--- src/common/anti_theft_pkg.sv ---
package anti_theft_pkg;

   localparam int NUM_CONTROLS = 6;
   localparam int INTERVAL_WIDTH = 2;
   localparam int TIME_VALUE_WIDTH = 4;

   typedef logic [TIME_VALUE_WIDTH-1:0] time_value_t;

   // index into the delay registers
   typedef enum logic [INTERVAL_WIDTH-1:0] {
      interval_arm_delay       = 2'd0,
      interval_driver_delay    = 2'd1,
      interval_passenger_delay = 2'd2,
      interval_alarm_on        = 2'd3
   } interval_e;

   typedef enum logic [1:0] {
      indicator_off      = 2'd0,
      indicator_blinking = 2'd1,
      indicator_on       = 2'd2
   } indicator_e;

   typedef enum logic [2:0] {
      armed              = 3'd0,
      triggered          = 3'd1,
      sound_alarm        = 3'd2,
      expiring_alarm     = 3'd3,
      disarmed           = 3'd4,
      disarmed_wait_door = 3'd5,
      disarmed_door_open = 3'd6,
      disarmed_arming    = 3'd7
   } alarm_state_e;

   typedef enum logic [1:0] {
      pump_off      = 2'd0,
      restore_start = 2'd1,
      restore       = 2'd2,
      latch_on      = 2'd3
   } fuel_state_e;

   // delays in seconds after reset
   localparam time_value_t DEFAULT_ARM_DELAY       = 4'd6;
   localparam time_value_t DEFAULT_DRIVER_DELAY    = 4'd8;
   localparam time_value_t DEFAULT_PASSENGER_DELAY = 4'd15;
   localparam time_value_t DEFAULT_ALARM_ON        = 4'd10;

endpackage
--- src/common/sensor_if.sv ---
`timescale 1ns/100ps

interface sensor_if;

   // debounced driver controls, all levels
   logic ignition;
   logic driver_door;
   logic passenger_door;
   logic hidden_switch;
   logic brake;
   logic reprogram;

   modport conditioner (
      output ignition, driver_door, passenger_door,
      output hidden_switch, brake, reprogram
   );

   modport alarm (input ignition, driver_door, passenger_door, reprogram);

   modport fuel (input ignition, hidden_switch, brake);

endinterface

--- src/hdl/car_security_top.sv ---
`timescale 1ns/100ps

module car_security_top
#(
   parameter int DEBOUNCE_CYCLES = 250000,
   parameter int TICK_CYCLES = 25000000
)
(
   input  logic       clock_25mhz,
   input  logic       reset_sync,
   input  logic       ignition,
   input  logic       driver_door,
   input  logic       passenger_door,
   input  logic       hidden_switch,
   input  logic       brake,
   input  logic       reprogram,
   input  logic [1:0] time_selector,
   input  logic [3:0] time_value,
   output logic       alarm,
   output logic       status_led,
   output logic       fuel_pump_power
);
   import anti_theft_pkg::*;

   interval_e   time_selector_clean;
   time_value_t time_value_clean;
   interval_e   interval;
   indicator_e  indicator;
   time_value_t delay_value;
   logic        start_timer;
   logic        expired;
   logic        second_tick;

   sensor_if sensors ();

   input_conditioner #(
      .DEBOUNCE_CYCLES (DEBOUNCE_CYCLES)
   ) u_input_conditioner (
      .clock_25mhz       (clock_25mhz),
      .reset_sync        (reset_sync),
      .raw_controls      ({reprogram, brake, hidden_switch,
                           passenger_door, driver_door, ignition}),
      .time_selector_raw (time_selector),
      .time_value_raw    (time_value),
      .sensors           (sensors.conditioner),
      .time_selector     (time_selector_clean),
      .time_value        (time_value_clean)
   );

   ////////////////////////////////////////////////////////////////////////////
   // alarm path
   ////////////////////////////////////////////////////////////////////////////

   anti_theft_fsm u_anti_theft_fsm (
      .clock_25mhz (clock_25mhz),
      .reset_sync  (reset_sync),
      .sensors     (sensors.alarm),
      .expired     (expired),
      .start_timer (start_timer),
      .interval    (interval),
      .indicator   (indicator),
      .alarm       (alarm)
   );

   time_parameters u_time_parameters (
      .clock_25mhz   (clock_25mhz),
      .reset_sync    (reset_sync),
      .reprogram     (sensors.reprogram),
      .time_selector (time_selector_clean),
      .time_value    (time_value_clean),
      .interval      (interval),
      .delay_value   (delay_value)
   );

   countdown_timer #(
      .TICK_CYCLES (TICK_CYCLES)
   ) u_countdown_timer (
      .clock_25mhz (clock_25mhz),
      .reset_sync  (reset_sync),
      .start_timer (start_timer),
      .delay_value (delay_value),
      .second_tick (second_tick),
      .expired     (expired)
   );

   status_light u_status_light (
      .clock_25mhz (clock_25mhz),
      .reset_sync  (reset_sync),
      .indicator   (indicator),
      .second_tick (second_tick),
      .status_led  (status_led)
   );

   // immobilizer, independent of the alarm
   fuel_pump_fsm u_fuel_pump_fsm (
      .clock_25mhz     (clock_25mhz),
      .reset_sync      (reset_sync),
      .sensors         (sensors.fuel),
      .fuel_pump_power (fuel_pump_power)
   );

endmodule

--- src/hdl/fuel_pump_fsm.sv ---
`timescale 1ns/100ps

module fuel_pump_fsm
(
   input  logic    clock_25mhz,
   input  logic    reset_sync,
   sensor_if.fuel  sensors,
   output logic    fuel_pump_power
);
   import anti_theft_pkg::*;

   fuel_state_e state;

   always_ff @(posedge clock_25mhz)
   begin
      if (reset_sync)
      begin
         state <= pump_off;
         fuel_pump_power <= 1'b0;
      end
      else
      begin
         case (state)
            pump_off:
            begin
               fuel_pump_power <= 1'b0;
               if (sensors.ignition)
                  state <= restore_start;
            end
            restore_start:
            begin
               // waits for the hidden switch and brake together
               if (!sensors.ignition)
                  state <= pump_off;
               else if (sensors.hidden_switch && sensors.brake)
                  state <= restore;
            end
            restore:
            begin
               fuel_pump_power <= 1'b1;
               state <= latch_on;
            end
            default:
            begin
               if (!sensors.ignition)
               begin
                  fuel_pump_power <= 1'b0;
                  state <= pump_off;
               end
            end
         endcase
      end
   end

endmodule

--- src/hdl/status_light.sv ---
`timescale 1ns/100ps

module status_light
(
   input  logic                       clock_25mhz,
   input  logic                       reset_sync,
   input  anti_theft_pkg::indicator_e indicator,
   input  logic                       second_tick,
   output logic                       status_led
);
   import anti_theft_pkg::*;

   logic blink_phase;

   // starts dark, flips once a second
   always_ff @(posedge clock_25mhz)
   begin
      if (reset_sync)
         blink_phase <= 1'b0;
      else if (second_tick)
         blink_phase <= ~blink_phase;
   end

   always_comb
   begin
      case (indicator)
         indicator_on:       status_led = 1'b1;
         indicator_blinking: status_led = blink_phase;
         default:            status_led = 1'b0;
      endcase
   end

endmodule

--- src/anti_theft/countdown_timer.sv ---
`timescale 1ns/100ps

module countdown_timer
#(
   parameter int TICK_CYCLES = 25000000
)
(
   input  logic                        clock_25mhz,
   input  logic                        reset_sync,
   input  logic                        start_timer,
   input  anti_theft_pkg::time_value_t delay_value,
   output logic                        second_tick,
   output logic                        expired
);
   import anti_theft_pkg::*;

   localparam int TICK_WIDTH = $clog2(TICK_CYCLES);

   logic [TICK_WIDTH-1:0] tick_count;
   time_value_t           seconds;
   logic                  load_pending;
   logic                  running;

   ////////////////////////////////////////////////////////////////////////////
   // one-second tick, restarted by start_timer
   ////////////////////////////////////////////////////////////////////////////

   always_ff @(posedge clock_25mhz)
   begin
      if (reset_sync || start_timer)
      begin
         tick_count <= '0;
         second_tick <= 1'b0;
      end
      else if (tick_count == TICK_WIDTH'(TICK_CYCLES - 1))
      begin
         tick_count <= '0;
         second_tick <= 1'b1;
      end
      else
      begin
         tick_count <= tick_count + 1'b1;
         second_tick <= 1'b0;
      end
   end

   ////////////////////////////////////////////////////////////////////////////
   // seconds countdown
   ////////////////////////////////////////////////////////////////////////////

   // delay_value trails interval by a cycle, so the load waits one cycle
   always_ff @(posedge clock_25mhz)
   begin
      if (reset_sync)
      begin
         load_pending <= 1'b0;
         running <= 1'b0;
         expired <= 1'b0;
      end
      else
      begin
         load_pending <= start_timer;
         expired <= 1'b0;
         if (start_timer)
            running <= 1'b0;
         else if (load_pending)
            running <= 1'b1;
         else if (running && second_tick && seconds == '0)
         begin
            expired <= 1'b1;
            running <= 1'b0;
         end
      end
   end

   always_ff @(posedge clock_25mhz)
   begin
      if (load_pending)
         seconds <= delay_value;
      else if (running && second_tick && seconds != '0)
         seconds <= seconds - 1'b1;
   end

   expired_single_cycle: assert property (
      @(posedge clock_25mhz) disable iff (reset_sync)
      expired |=> !expired
   );

endmodule

--- src/anti_theft/time_parameters.sv ---
`timescale 1ns/100ps

module time_parameters
(
   input  logic                        clock_25mhz,
   input  logic                        reset_sync,
   input  logic                        reprogram,
   input  anti_theft_pkg::interval_e   time_selector,
   input  anti_theft_pkg::time_value_t time_value,
   input  anti_theft_pkg::interval_e   interval,
   output anti_theft_pkg::time_value_t delay_value
);
   import anti_theft_pkg::*;

   time_value_t delays [4];

   always_ff @(posedge clock_25mhz)
   begin
      if (reset_sync)
      begin
         delays[interval_arm_delay] <= DEFAULT_ARM_DELAY;
         delays[interval_driver_delay] <= DEFAULT_DRIVER_DELAY;
         delays[interval_passenger_delay] <= DEFAULT_PASSENGER_DELAY;
         delays[interval_alarm_on] <= DEFAULT_ALARM_ON;
      end
      else if (reprogram)
      begin
         delays[time_selector] <= time_value;
      end
   end

   // selected delay, frozen while reprogramming
   always_ff @(posedge clock_25mhz)
   begin
      if (!reprogram)
      begin
         delay_value <= delays[interval];
      end
   end

endmodule

--- src/anti_theft/anti_theft_fsm.sv ---
`timescale 1ns/100ps

module anti_theft_fsm
(
   input  logic                       clock_25mhz,
   input  logic                       reset_sync,
   sensor_if.alarm                    sensors,
   input  logic                       expired,
   output logic                       start_timer,
   output anti_theft_pkg::interval_e  interval,
   output anti_theft_pkg::indicator_e indicator,
   output logic                       alarm
);
   import anti_theft_pkg::*;

   alarm_state_e state;
   alarm_state_e state_next;
   logic         start_next;
   interval_e    interval_next;
   logic         any_door;

   assign any_door = sensors.driver_door | sensors.passenger_door;

   ////////////////////////////////////////////////////////////////////////////
   // next state
   ////////////////////////////////////////////////////////////////////////////

   always_comb
   begin
      state_next = state;
      start_next = 1'b0;
      interval_next = interval;
      case (state)
         armed:
         begin
            if (sensors.ignition)
               state_next = disarmed;
            else if (sensors.driver_door)
            begin
               state_next = triggered;
               start_next = 1'b1;
               interval_next = interval_driver_delay;
            end
            else if (sensors.passenger_door)
            begin
               state_next = triggered;
               start_next = 1'b1;
               interval_next = interval_passenger_delay;
            end
         end
         triggered:
         begin
            if (sensors.ignition)
               state_next = disarmed;
            else if (expired)
               state_next = sound_alarm;
         end
         sound_alarm:
         begin
            if (sensors.ignition)
               state_next = disarmed;
            else if (!any_door)
            begin
               // alarm keeps going for the alarm-on time once all doors are shut
               state_next = expiring_alarm;
               start_next = 1'b1;
               interval_next = interval_alarm_on;
            end
         end
         expiring_alarm:
         begin
            if (sensors.ignition)
               state_next = disarmed;
            else if (expired)
               state_next = armed;
            else if (any_door)
               state_next = sound_alarm;
         end
         disarmed:
         begin
            if (!sensors.ignition)
               state_next = disarmed_wait_door;
         end
         disarmed_wait_door:
         begin
            if (sensors.ignition)
               state_next = disarmed;
            else if (sensors.driver_door)
               state_next = disarmed_door_open;
         end
         disarmed_door_open:
         begin
            if (sensors.ignition)
               state_next = disarmed;
            else if (!sensors.driver_door)
            begin
               state_next = disarmed_arming;
               start_next = 1'b1;
               interval_next = interval_arm_delay;
            end
         end
         disarmed_arming:
         begin
            // any activity during the arm delay cancels arming
            if (sensors.ignition || any_door)
               state_next = disarmed;
            else if (expired)
               state_next = armed;
         end
         default:
         begin
            state_next = armed;
         end
      endcase
   end

   ////////////////////////////////////////////////////////////////////////////
   // state and output registers
   ////////////////////////////////////////////////////////////////////////////

   // outputs follow the next state so they change together with it
   always_ff @(posedge clock_25mhz)
   begin
      if (reset_sync || sensors.reprogram)
      begin
         state <= armed;
         start_timer <= 1'b0;
         interval <= interval_arm_delay;
         indicator <= indicator_blinking;
         alarm <= 1'b0;
      end
      else
      begin
         state <= state_next;
         start_timer <= start_next;
         interval <= interval_next;
         alarm <= (state_next == sound_alarm) || (state_next == expiring_alarm);
         if (state_next == armed)
            indicator <= indicator_blinking;
         else if (state_next inside {triggered, sound_alarm, expiring_alarm})
            indicator <= indicator_on;
         else
            indicator <= indicator_off;
      end
   end

   start_single_cycle: assert property (
      @(posedge clock_25mhz) disable iff (reset_sync)
      start_timer |=> !start_timer
   );

   // ignition disarms from every state and leaves the alarm quiet
   ignition_silences_alarm: assert property (
      @(posedge clock_25mhz) disable iff (reset_sync)
      (sensors.ignition && !sensors.reprogram) |=> (state == disarmed) && !alarm
   );

endmodule

--- src/hdl/input_conditioner.sv ---
`timescale 1ns/100ps

module input_conditioner
#(
   parameter int DEBOUNCE_CYCLES = 250000
)
(
   input  logic                                      clock_25mhz,
   input  logic                                      reset_sync,
   input  logic [anti_theft_pkg::NUM_CONTROLS-1:0]   raw_controls,
   input  logic [anti_theft_pkg::INTERVAL_WIDTH-1:0] time_selector_raw,
   input  anti_theft_pkg::time_value_t               time_value_raw,
   sensor_if.conditioner                             sensors,
   output anti_theft_pkg::interval_e                 time_selector,
   output anti_theft_pkg::time_value_t               time_value
);
   import anti_theft_pkg::*;

   localparam int NUM_BITS = NUM_CONTROLS + INTERVAL_WIDTH + TIME_VALUE_WIDTH;
   localparam int COUNT_WIDTH = $clog2(DEBOUNCE_CYCLES + 1);

   logic [NUM_BITS-1:0]    raw_bits;
   logic [NUM_BITS-1:0]    last_bits;
   logic [NUM_BITS-1:0]    clean_bits;
   logic [COUNT_WIDTH-1:0] settle_count [NUM_BITS];

   assign raw_bits = {time_value_raw, time_selector_raw, raw_controls};

   // one settle counter per bit, restarted on every raw change
   always_ff @(posedge clock_25mhz)
   begin
      for (int i = 0; i < NUM_BITS; i++)
      begin
         if (reset_sync)
         begin
            last_bits[i] <= raw_bits[i];
            clean_bits[i] <= raw_bits[i];
            settle_count[i] <= '0;
         end
         else if (raw_bits[i] != last_bits[i])
         begin
            last_bits[i] <= raw_bits[i];
            settle_count[i] <= '0;
         end
         else if (settle_count[i] == COUNT_WIDTH'(DEBOUNCE_CYCLES))
         begin
            clean_bits[i] <= last_bits[i];
         end
         else
         begin
            settle_count[i] <= settle_count[i] + 1'b1;
         end
      end
   end

   assign sensors.ignition       = clean_bits[0];
   assign sensors.driver_door    = clean_bits[1];
   assign sensors.passenger_door = clean_bits[2];
   assign sensors.hidden_switch  = clean_bits[3];
   assign sensors.brake          = clean_bits[4];
   assign sensors.reprogram      = clean_bits[5];

   assign time_selector = interval_e'(clean_bits[NUM_CONTROLS +: INTERVAL_WIDTH]);
   assign time_value    = clean_bits[NUM_BITS-1 -: TIME_VALUE_WIDTH];

endmodule

--- config.mk ---
export PLATFORM = sky130hd
export DESIGN_NAME = car_security_top
export DESIGN_NICKNAME = d
export VERILOG_FILES = /design/src/common/anti_theft_pkg.sv /design/src/common/sensor_if.sv /design/src/hdl/car_security_top.sv /design/src/hdl/fuel_pump_fsm.sv /design/src/hdl/status_light.sv /design/src/anti_theft/countdown_timer.sv /design/src/anti_theft/time_parameters.sv /design/src/anti_theft/anti_theft_fsm.sv /design/src/hdl/input_conditioner.sv
export SDC_FILE = /design/constraint.sdc
export NUM_CORES = 1
export LEC_CHECK = 0
export ABC_AREA = 1
export BUFFER_PORTS_ARGS = -buffer_cell sky130_fd_sc_hd__buf_4
export CAP_MARGIN = 40
export CORE_UTILIZATION = 45
export DETAILED_ROUTE_END_ITERATION = 10
export PLACE_DENSITY = 0.63
export SKIP_LAST_GASP = 1
export SLEW_MARGIN = 15
export SYNTH_ARGS = -nofsm -noshare
export SYNTH_HDL_FRONTEND = slang
export SYNTH_SLANG_ARGS = --single-unit
--- constraint.sdc ---
create_clock -name clock_25mhz -period 4.05 [get_ports clock_25mhz]
set_input_delay 0.2025 -clock clock_25mhz [delete_from_list [all_inputs] [get_ports clock_25mhz]]
set_output_delay 0.2025 -clock clock_25mhz [all_outputs]
set_load 0.01 [all_outputs]
==> impl_results.rst, run 1 <==
.. list-table::
   :header-rows: 1

   * - Metric
     - Value
   * - Starting Density
     - 45.8%
   * - Number of vias after detailed routing
     - 14200
   * - Hold WC Path Type
     - in -> reg
   * - Dominant combinational cell family by area after synthesis
     - simple AND/OR/NAND/NOR gates
   * - Cell type contributing the most total cell area after synthesis
     - sky130_fd_sc_hd__edfxtp_1
   * - Post-Synthesis Cells
     - 2223
   * - Final Hold Viols
     - 0
   * - Top-area cell type share of the netlist area
     - 44.7%
   * - Peak VDD IR
     - 0.000329 V
   * - Final critical-path share of the clock period
     - 65.3%
   * - Die Ht
     - 201 um
   * - Max-Cap Viols
     - 0
   * - Global-route wire length before repair
     - around 62 mm
   * - Startpoint type of the worst setup path
     - register
   * - Critical path data arrival time
     - 2.73 ns
   * - Yosys warning count
     - 0
   * - Port Buffer Count
     - 16
   * - Die width
     - 201 um
   * - Pin count of the biggest net entering global routing
     - 32
   * - Layout Nets
     - 2318
   * - Cell Area, Synth
     - 17800 sq um
   * - Share of synthesized flip-flops with an asynchronous set or reset
     - 0%
   * - PnR Total Power
     - ~0.0078 W
   * - Category of the most critical setup path
     - reg -> reg
   * - Full die area
     - 40300 sq um
   * - Final period demand of the worst path
     - roughly 2.6 ns
   * - CP required
     - 4.14 ns
   * - Number of global-route vias before repair
     - 13500
   * - Number of CTS-inserted buffers
     - 37
   * - Mapped Nets
     - 2268
   * - Clock latency on the worst-skew pair
     - roughly 0.54 ns
   * - Setup repair after global routing missed its margin
     - false
   * - Critical path launch point
     - u_input_conditioner.settle_count[0][54]$_SDFFCE_PN0P_
   * - Number of setup violations in the final report
     - 0
   * - CTS H-tree depth
     - 2
   * - Number of flip-flops and latches in the synthesized netlist
     - 306
   * - Xor and xnor fraction of the mapped netlist area
     - 5.03%
   * - Clock tree from TritonCTS
     - yes
   * - Leakage power
     - approximately 6.7 nW
   * - Relative max-transition margin
     - a little under half
   * - Proportion of synthesized chip area in sequential cells
     - 49.4%
   * - Result of the run
     - finished clean
   * - Wire length after detailed routing
     - roughly 36 mm
   * - Most common cell after layout, fill and taps aside
     - sky130_fd_sc_hd__nand2_1
   * - Via/cell ratio
     - slightly above 5
   * - Clock tree root buffer cell
     - sky130_fd_sc_hd__clkbuf_16
   * - Placement row count
     - 72
   * - Highest net fanout along the worst path
     - 18
   * - Dpl hpwl
     - between 20 and 30 mm
   * - Reg-to-Reg Start
     - u_input_conditioner.settle_count[0][54]$_SDFFCE_PN0P_
   * - Clock tree buffer depth
     - 3
   * - Most common flop cell mapped by yosys
     - sky130_fd_sc_hd__edfxtp_1
   * - Number of sinks driven by the clock tree
     - just over 300
   * - Clk pin slew, worst setup/hold paths
     - about 0.05 ns
   * - Portion of netlist area occupied by mux cells
     - 0%
   * - DRC violations left
     - 0
   * - Top post-synthesis cells by area
     - sky130_fd_sc_hd__edfxtp_1, sky130_fd_sc_hd__nand2_1, sky130_fd_sc_hd__nor2_1
   * - Grt total ovfl
     - 0
   * - Proportion of layout cells with a drive suffix above 1
     - 5.99%
   * - Number of enable-type register cells in the synthesized netlist
     - 264
   * - Power density of the placed cells
     - 396 nW/um^2
   * - Actual slew at the worst max-slew pin
     - ~0.80 ns
   * - Quantity of gates resized following cts
     - 0
   * - Placed instance area
     - 18400 sq um
   * - Routed wire per std cell
     - 12.6 um
   * - ANT nets after route
     - 0
   * - Cell area after layout
     - 19800 sq um
   * - Most frequent cells in the layout
     - sky130_fd_sc_hd__nand2_1, sky130_fd_sc_hd__nor2_1, sky130_fd_sc_hd__edfxtp_1, sky130_fd_sc_hd__inv_1, sky130_fd_sc_hd__a21oi_1
   * - Maximum achievable frequency
     - 378 MHz
   * - Synthesis-to-layout area growth
     - 11.6%
   * - First DRT Iteration DRCs
     - 737
   * - Total routing usage reported by global routing
     - 18.0%
   * - Router iterations before antenna repair
     - 5
   * - Antenna violations before repair
     - 2
   * - Pre-CTS setup slack
     - 1.38 ns
   * - Fin. max-slew vios
     - 0
   * - Post-route setup slack
     - 1.41 ns
   * - Routability congestion estimate from global placement
     - 0.888
   * - Compound-Gate Fraction of Synth Area
     - about 5.6%
   * - Area of the placeable core
     - 38700 sq um
   * - Num ports
     - 17
   * - Clk_skew
     - 0.0178 ns
   * - Final TNS setup
     - 0 ns
   * - Worst Min Path Start
     - reset_sync
   * - Count of different cell masters after synthesis
     - 37
   * - Synth Area in Adders
     - 2.18%
   * - Mean area per synthesized cell
     - 7.99 sq um
   * - Nature of the critical path endpoint
     - register
   * - Synthesized-area fraction occupied by and/or/nand/nor cells
     - 31.5%
## final cells by class
| type | instances | area [sq um] |
|---|---|---|
| Antenna cell | 2 | 5.00 |
| Clock buffer | 53 | 1100 |
| Clock inverter | 15 | 163 |
| Fill cell | 3655 | 18900 |
| Inverter | 256 | 961 |
| Multi-Input combinational cell | 1638 | 7860 |
| Sequential cell | 306 | 8770 |
| Tap cell | 518 | 648 |
| Timing Repair Buffer | 34 | 308 |
## flip-flops by register name (all words and copies together), names as in the netlist, 2 cells and up
register,count
u_fuel_pump_fsm.state,2
u_input_conditioner.last_bits,12
u_time_parameters.delay_value,4
u_input_conditioner.clean_bits,12
u_time_parameters.delays,16
u_anti_theft_fsm.indicator,2
u_anti_theft_fsm.interval,2
u_input_conditioner.settle_count,216
u_countdown_timer.tick_count,25
u_countdown_timer.seconds,4
u_anti_theft_fsm.state,3
## cells in the mapped netlist (all sizes together) (27+ instances only)
library cell and n:
nor2 466, ha 31, edfxtp 264, nand3 112, or2 27, o21ai 60, nand4 84, inv 256
xor2 80, dfxtp 42, nand2 578, a21oi 129
## timing repair
action / 4_1_cts / 5_1_grt
hold endpoints to repair: 24 / 0
buffers inserted: 0 / 0
hold buffers: 12 / 0
## worst paths after layout
check             depth (start not counted)                                                     to  slack, ns
hold / removal                            2              u_countdown_timer.load_pending$_SDFF_PP0_        0.1
hold reg to reg                           2              u_countdown_timer.load_pending$_SDFF_PP0_       0.43
setup / recovery                          9  u_input_conditioner.settle_count[0][71]$_SDFFCE_PN0P_       1.41
setup reg to reg                          9  u_input_conditioner.settle_count[0][71]$_SDFFCE_PN0P_       1.41
## critical path: stages (launching register included)
cell	delay, ns
sky130_fd_sc_hd__edfxtp_1	0.50
sky130_fd_sc_hd__inv_2	0.14
sky130_fd_sc_hd__ha_1	0.15
sky130_fd_sc_hd__nand2_1	0.05
sky130_fd_sc_hd__nor2_1	0.09
sky130_fd_sc_hd__nand3_1	0.07
sky130_fd_sc_hd__nor2_1	0.10
sky130_fd_sc_hd__nand2_1	0.07
sky130_fd_sc_hd__nand2_1	0.42
sky130_fd_sc_hd__nand2_1	0.62
## metrics by stage
step           cells  utilization (%)  hold slack (ns)
2_1_floorplan   2223                -            0.301
3_3_place_gp    2735             47.4            0.410
3_5_place_dp    2740             47.6            0.411
4_1_cts         2820             51.1           0.0643
5_1_grt         2822             51.2           0.0773
6_report        2822             51.2           0.0956
## kinds of logic (layout without fill, tap and decap cells)
kind of cell,after synthesis,count (layout)
xor gates and xnor gates,102,102
adders and majority gates,31,31
AOI/OAI and AO/OA,197,197
other,0,2
and+or+nand+nor,1308,1308
buffers and inverters,279,358
DFF,306,306
## per-layer routing
layer  GRT usage [%]  vias up  routed length, um  share of wire, %
met5               0        -                  0                 0
met4            5.48        0                695               1.9
met3            3.20       58               1290               3.6
met2            29.9      215              16400                46
met1            23.9     6568              17300                49
li1                -     7403                  -                 -
## report_power, final
group	leakage, nW	internal [W]	total [W]	switching, W
combinational	2.72	0.000202	0.000601	0.000399
clock	0.613	0.00209	0.00339	0.00131
sequential	3.35	0.00365	0.00385	0.000200
Note: power is estimated with default switching activity, not from simulation.
==> run 2, diff against run 1 <==
- PLACE_DENSITY: 0.63 -> 0.65
- clock period: 4.05 -> 2.25 ns (I/O delays scaled with it)
==> run 2 against run 1 <==
  * Register-to-register slack got worse by 1.1 ns
  * Cell area grew 0.90%
  * Worst setup slack got worse by 1.1 ns
  * Clock power grew 90%
  * Hold slack lost 0.051 ns
  * Sequential power increased by 80%
  * Flip-flop and latch count unchanged
  * Critical path type unchanged
  * Largest cell class unchanged
==> impl_results.rst, run 2 (synthesis results as in run 1) <==
.. list-table::
   :header-rows: 1

   * - Metric
     - Value
   * - R2R cell count
     - 10 (+1)
   * - Router iterations before antenna repair
     - 6 (+1)
   * - Most common cell after layout, fill and taps aside
     - sky130_fd_sc_hd__nand2_1
   * - Worst hold path stage count
     - 2 (unchanged)
   * - Clk pin slew, worst setup/hold paths
     - 0.06 ns (about the same)
   * - Number of buffer and inverter instances along the worst setup path
     - 2 (+1)
   * - Fin. max-slew vios
     - 0 (unchanged)
   * - Diode insertion count for antenna repair
     - 0 (-2)
   * - Max FFs per register
     - 216 (unchanged)
   * - Leakage power
     - 6.80 nW (+1.8%)
   * - Hold WC Path Type
     - in -> reg
   * - Cell area after layout
     - 20000 sq um (+0.90%)
   * - Number of vias after detailed routing
     - 14200 (-0.52%)
   * - ANT nets after route
     - 0 (unchanged)
   * - Maximum achievable frequency
     - 507 MHz (+34%)
   * - Num ports
     - 17 (unchanged)
   * - CP max-delay cell
     - sky130_fd_sc_hd__edfxtp_1
   * - Full die area
     - 40300 sq um (unchanged)
   * - Antenna violations before repair
     - 0 (-2)
   * - Critical register-to-register path endpoint
     - u_input_conditioner.settle_count[0][66]$_SDFFCE_PN0P_
   * - Total of fill cells in the finished design
     - 3622 (-0.90%)
   * - Number of global-route vias before repair
     - 13600 (+1.1%)
   * - Quantity of gates resized following cts
     - 0 (unchanged)
   * - Wire length after detailed routing
     - 35.5 mm (-0.58%)
   * - Max-Cap Viols
     - 0 (unchanged)
   * - Global-route wire length before repair
     - 61.4 mm (-0.55%)
   * - Setup slack of the most critical reg-to-reg path
     - 0.28 ns (-1.13 ns)
   * - Family of cells with the greatest summed delay on the critical path
     - simple AND/OR/NAND/NOR gates
   * - CTS H-tree depth
     - 2 (unchanged)
   * - Clk_skew
     - 0.0210 ns (+0.00328 ns)
   * - Number of CTS-inserted buffers
     - 37 (unchanged)
   * - Stages on the worst setup path
     - 10 (+1)
   * - Number of standard cells in the final layout excluding fillers
     - 2836 (+0.50%)
   * - Worst Hold Endpoint
     - u_fuel_pump_fsm.fuel_pump_power$_SDFFE_PP0P_
   * - Die Ht
     - 201 um (unchanged)
   * - Proportion of layout cells with a drive suffix above 1
     - 6.86% (+0.86 points)
   * - Relative max-transition margin
     - 60.1% (+13 points)
   * - Final period demand of the worst path
     - 1.97 ns (-0.672 ns)
   * - Highest net fanout along the worst path
     - 18 (unchanged)
   * - Fraction of power spent switching nets
     - 23.6% (-0.70 points)
   * - Pin count of the biggest net entering global routing
     - 29 (-9.4%)
   * - Port Buffer Count
     - 16 (unchanged)
   * - Total routing usage reported by global routing
     - 17.8% (-0.16 points)
   * - PnR Total Power
     - 0.0145 W (+85%)
   * - Number of setup violations in the final report
     - 0 (unchanged)
   * - Final Hold Viols
     - 0 (unchanged)
   * - Number of sinks driven by the clock tree
     - 306 (unchanged)
   * - Routability congestion estimate from global placement
     - 0.909 (+2.4%)
   * - Most frequent cells in the layout
     - sky130_fd_sc_hd__nand2_1, sky130_fd_sc_hd__nor2_1, sky130_fd_sc_hd__edfxtp_1, sky130_fd_sc_hd__inv_1, sky130_fd_sc_hd__a21oi_1
   * - Placement row count
     - 72 (unchanged)
   * - Internal power contribution
     - 0.0111 W (+86%)
   * - Leading registers by flop count
     - u_input_conditioner.settle_count (216), u_countdown_timer.tick_count (25), u_time_parameters.delays (16)
   * - Via/cell ratio
     - 5.00 (-1.0%)
   * - Actual slew at the worst max-slew pin
     - 0.592 ns (-0.207 ns)
   * - Clock tree root buffer cell
     - sky130_fd_sc_hd__clkbuf_16
   * - Die width
     - 201 um (unchanged)
   * - Critical path data arrival time
     - 2.24 ns (-0.49 ns)
   * - Critical path, cell by cell
     - inv_2, ha_1, nand2_1, nor2_1, nand3_1, nor2_1, nand2_1, nand2_1, nand2_1, buf_4
   * - Clock tree buffer depth
     - 3 (unchanged)
   * - Clock latency on the worst-skew pair
     - 0.53 ns (about the same)
   * - Nature of the critical path endpoint
     - register
   * - Startpoint type of the worst setup path
     - register
   * - Peak VDD IR
     - 0.000459 V (+39%)
   * - Clock tree from TritonCTS
     - yes
   * - Dpl hpwl
     - 25.7 mm (+1.3%)
   * - Setup repair after global routing missed its margin
     - false
   * - Synthesis-to-layout area growth
     - 12.6%
   * - Critical path's most frequent cell
     - sky130_fd_sc_hd__nand2_1
   * - Reg-to-Reg Start
     - u_input_conditioner.settle_count[0][54]$_SDFFCE_PN0P_
   * - Area of the placeable core
     - 38700 sq um (unchanged)
   * - Power density of the placed cells
     - 725 nW/um^2 (+83%)
   * - Starting Density
     - 45.8% (unchanged)
   * - DRC violations left
     - 0 (unchanged)
   * - Combinational cell fraction of total power
     - 7.7% (about the same)
   * - WHS
     - 0.0445 ns (-0.0511 ns)
   * - Switch Pwr
     - 0.00342 W (+79%)
   * - Category of the most critical setup path
     - reg -> reg
   * - Layout Nets
     - 2337 (+0.82%)
   * - Part of the total power dissipated in sequential elements
     - 47.8% (-1.3 points)
   * - Final critical-path share of the clock period
     - 87.6% (+22 points)
   * - Result of the run
     - finished clean
   * - Slowest cell delay on critical path
     - 0.50 ns (-0.12 ns)
   * - Worst Min Path Start
     - reset_sync
   * - First DRT Iteration DRCs
     - 888 (+20%)
   * - Critical path launch point
     - u_input_conditioner.settle_count[0][54]$_SDFFCE_PN0P_
   * - Routed wire per std cell
     - 12.5 um (-1.1%)
   * - Placed instance area
     - 18500 sq um (+0.65%)
   * - Most flop-heavy register
     - u_input_conditioner.settle_count
   * - CP required
     - 2.52 ns (-1.62 ns)
   * - Clock group share of total power
     - 44.5% (+1.2 points)
   * - Grt total ovfl
     - 0 (unchanged)
   * - Inst Count DP
     - 2759 (+0.69%)
   * - Final TNS setup
     - 0 ns (unchanged)
run 2: metal layers:
metal	track usage (%)	share of wire (%)
met5	0	0
met4	6.00	1.9
met3	2.66	3.6
met2	30.0	46
met1	23.5	48
run 2: worst reg2reg max path, stage by stage, from the launching register on:
cell and delay [ns]:
sky130_fd_sc_hd__edfxtp_1 0.50, sky130_fd_sc_hd__inv_2 0.14, sky130_fd_sc_hd__ha_1 0.15, sky130_fd_sc_hd__nand2_1 0.05, sky130_fd_sc_hd__nor2_1 0.09, sky130_fd_sc_hd__nand3_1 0.08
sky130_fd_sc_hd__nor2_1 0.11, sky130_fd_sc_hd__nand2_1 0.07, sky130_fd_sc_hd__nand2_1 0.21, sky130_fd_sc_hd__nand2_1 0.09, sky130_fd_sc_hd__buf_4 0.22
run 2: worst max path at each step:
stage	slack (ns)	endpoint
3_3_place_gp	0.32	u_input_conditioner.settle_count[0][68]$_SDFFCE_PN0P_
2_1_floorplan	0.13	u_input_conditioner.settle_count[0][54]$_SDFFCE_PN0P_
4_1_cts	0.28	u_input_conditioner.settle_count[0][65]$_SDFFCE_PN0P_
3_5_place_dp	0.29	u_input_conditioner.settle_count[0][65]$_SDFFCE_PN0P_
6_report	0.28	u_input_conditioner.settle_count[0][66]$_SDFFCE_PN0P_
5_1_grt	0.11	u_input_conditioner.settle_count[0][12]$_SDFFCE_PN0P_
run 2: stage by stage:
step / setup WS [ns] / util, %
after floorplan: 0.127 / -
after CTS: 0.278 / 51.6
after global routing: 0.107 / 51.6
after global placement: 0.324 / 47.9
final: 0.278 / 51.6
after detailed placement: 0.288 / 47.9
run 2: power by group through the flow:
stage | combinational [W] | sequential (W) | clock, W
6_report | 0.00112 | 0.00693 | 0.00644
5_1_grt | 0.00129 | 0.00699 | 0.00684
4_1_cts | 0.00113 | 0.00693 | 0.00665
3_5_place_dp | 0.00110 | 0.00704 | 0
3_3_place_gp | 0.00108 | 0.00703 | 0
2_1_floorplan | 0.000875 | 0.00693 | 0
run 2: repair_timing:
action / 4_1_cts / 5_1_grt
buffers inserted: 0 / 0
hold endpoints to repair: 24 / 0
hold buffers: 12 / 0
run 2: layout make-up:
cell class	instances	area, sq um	area share, %
inverter	256	961	4.81
multi-input combinational	1638	7860	39.3
sequential	306	8770	43.9
clock buffer	46	1050	5.27
clock inverter	19	272	1.36
tap	518	648	3.24
timing repair buffer	53	428	2.14
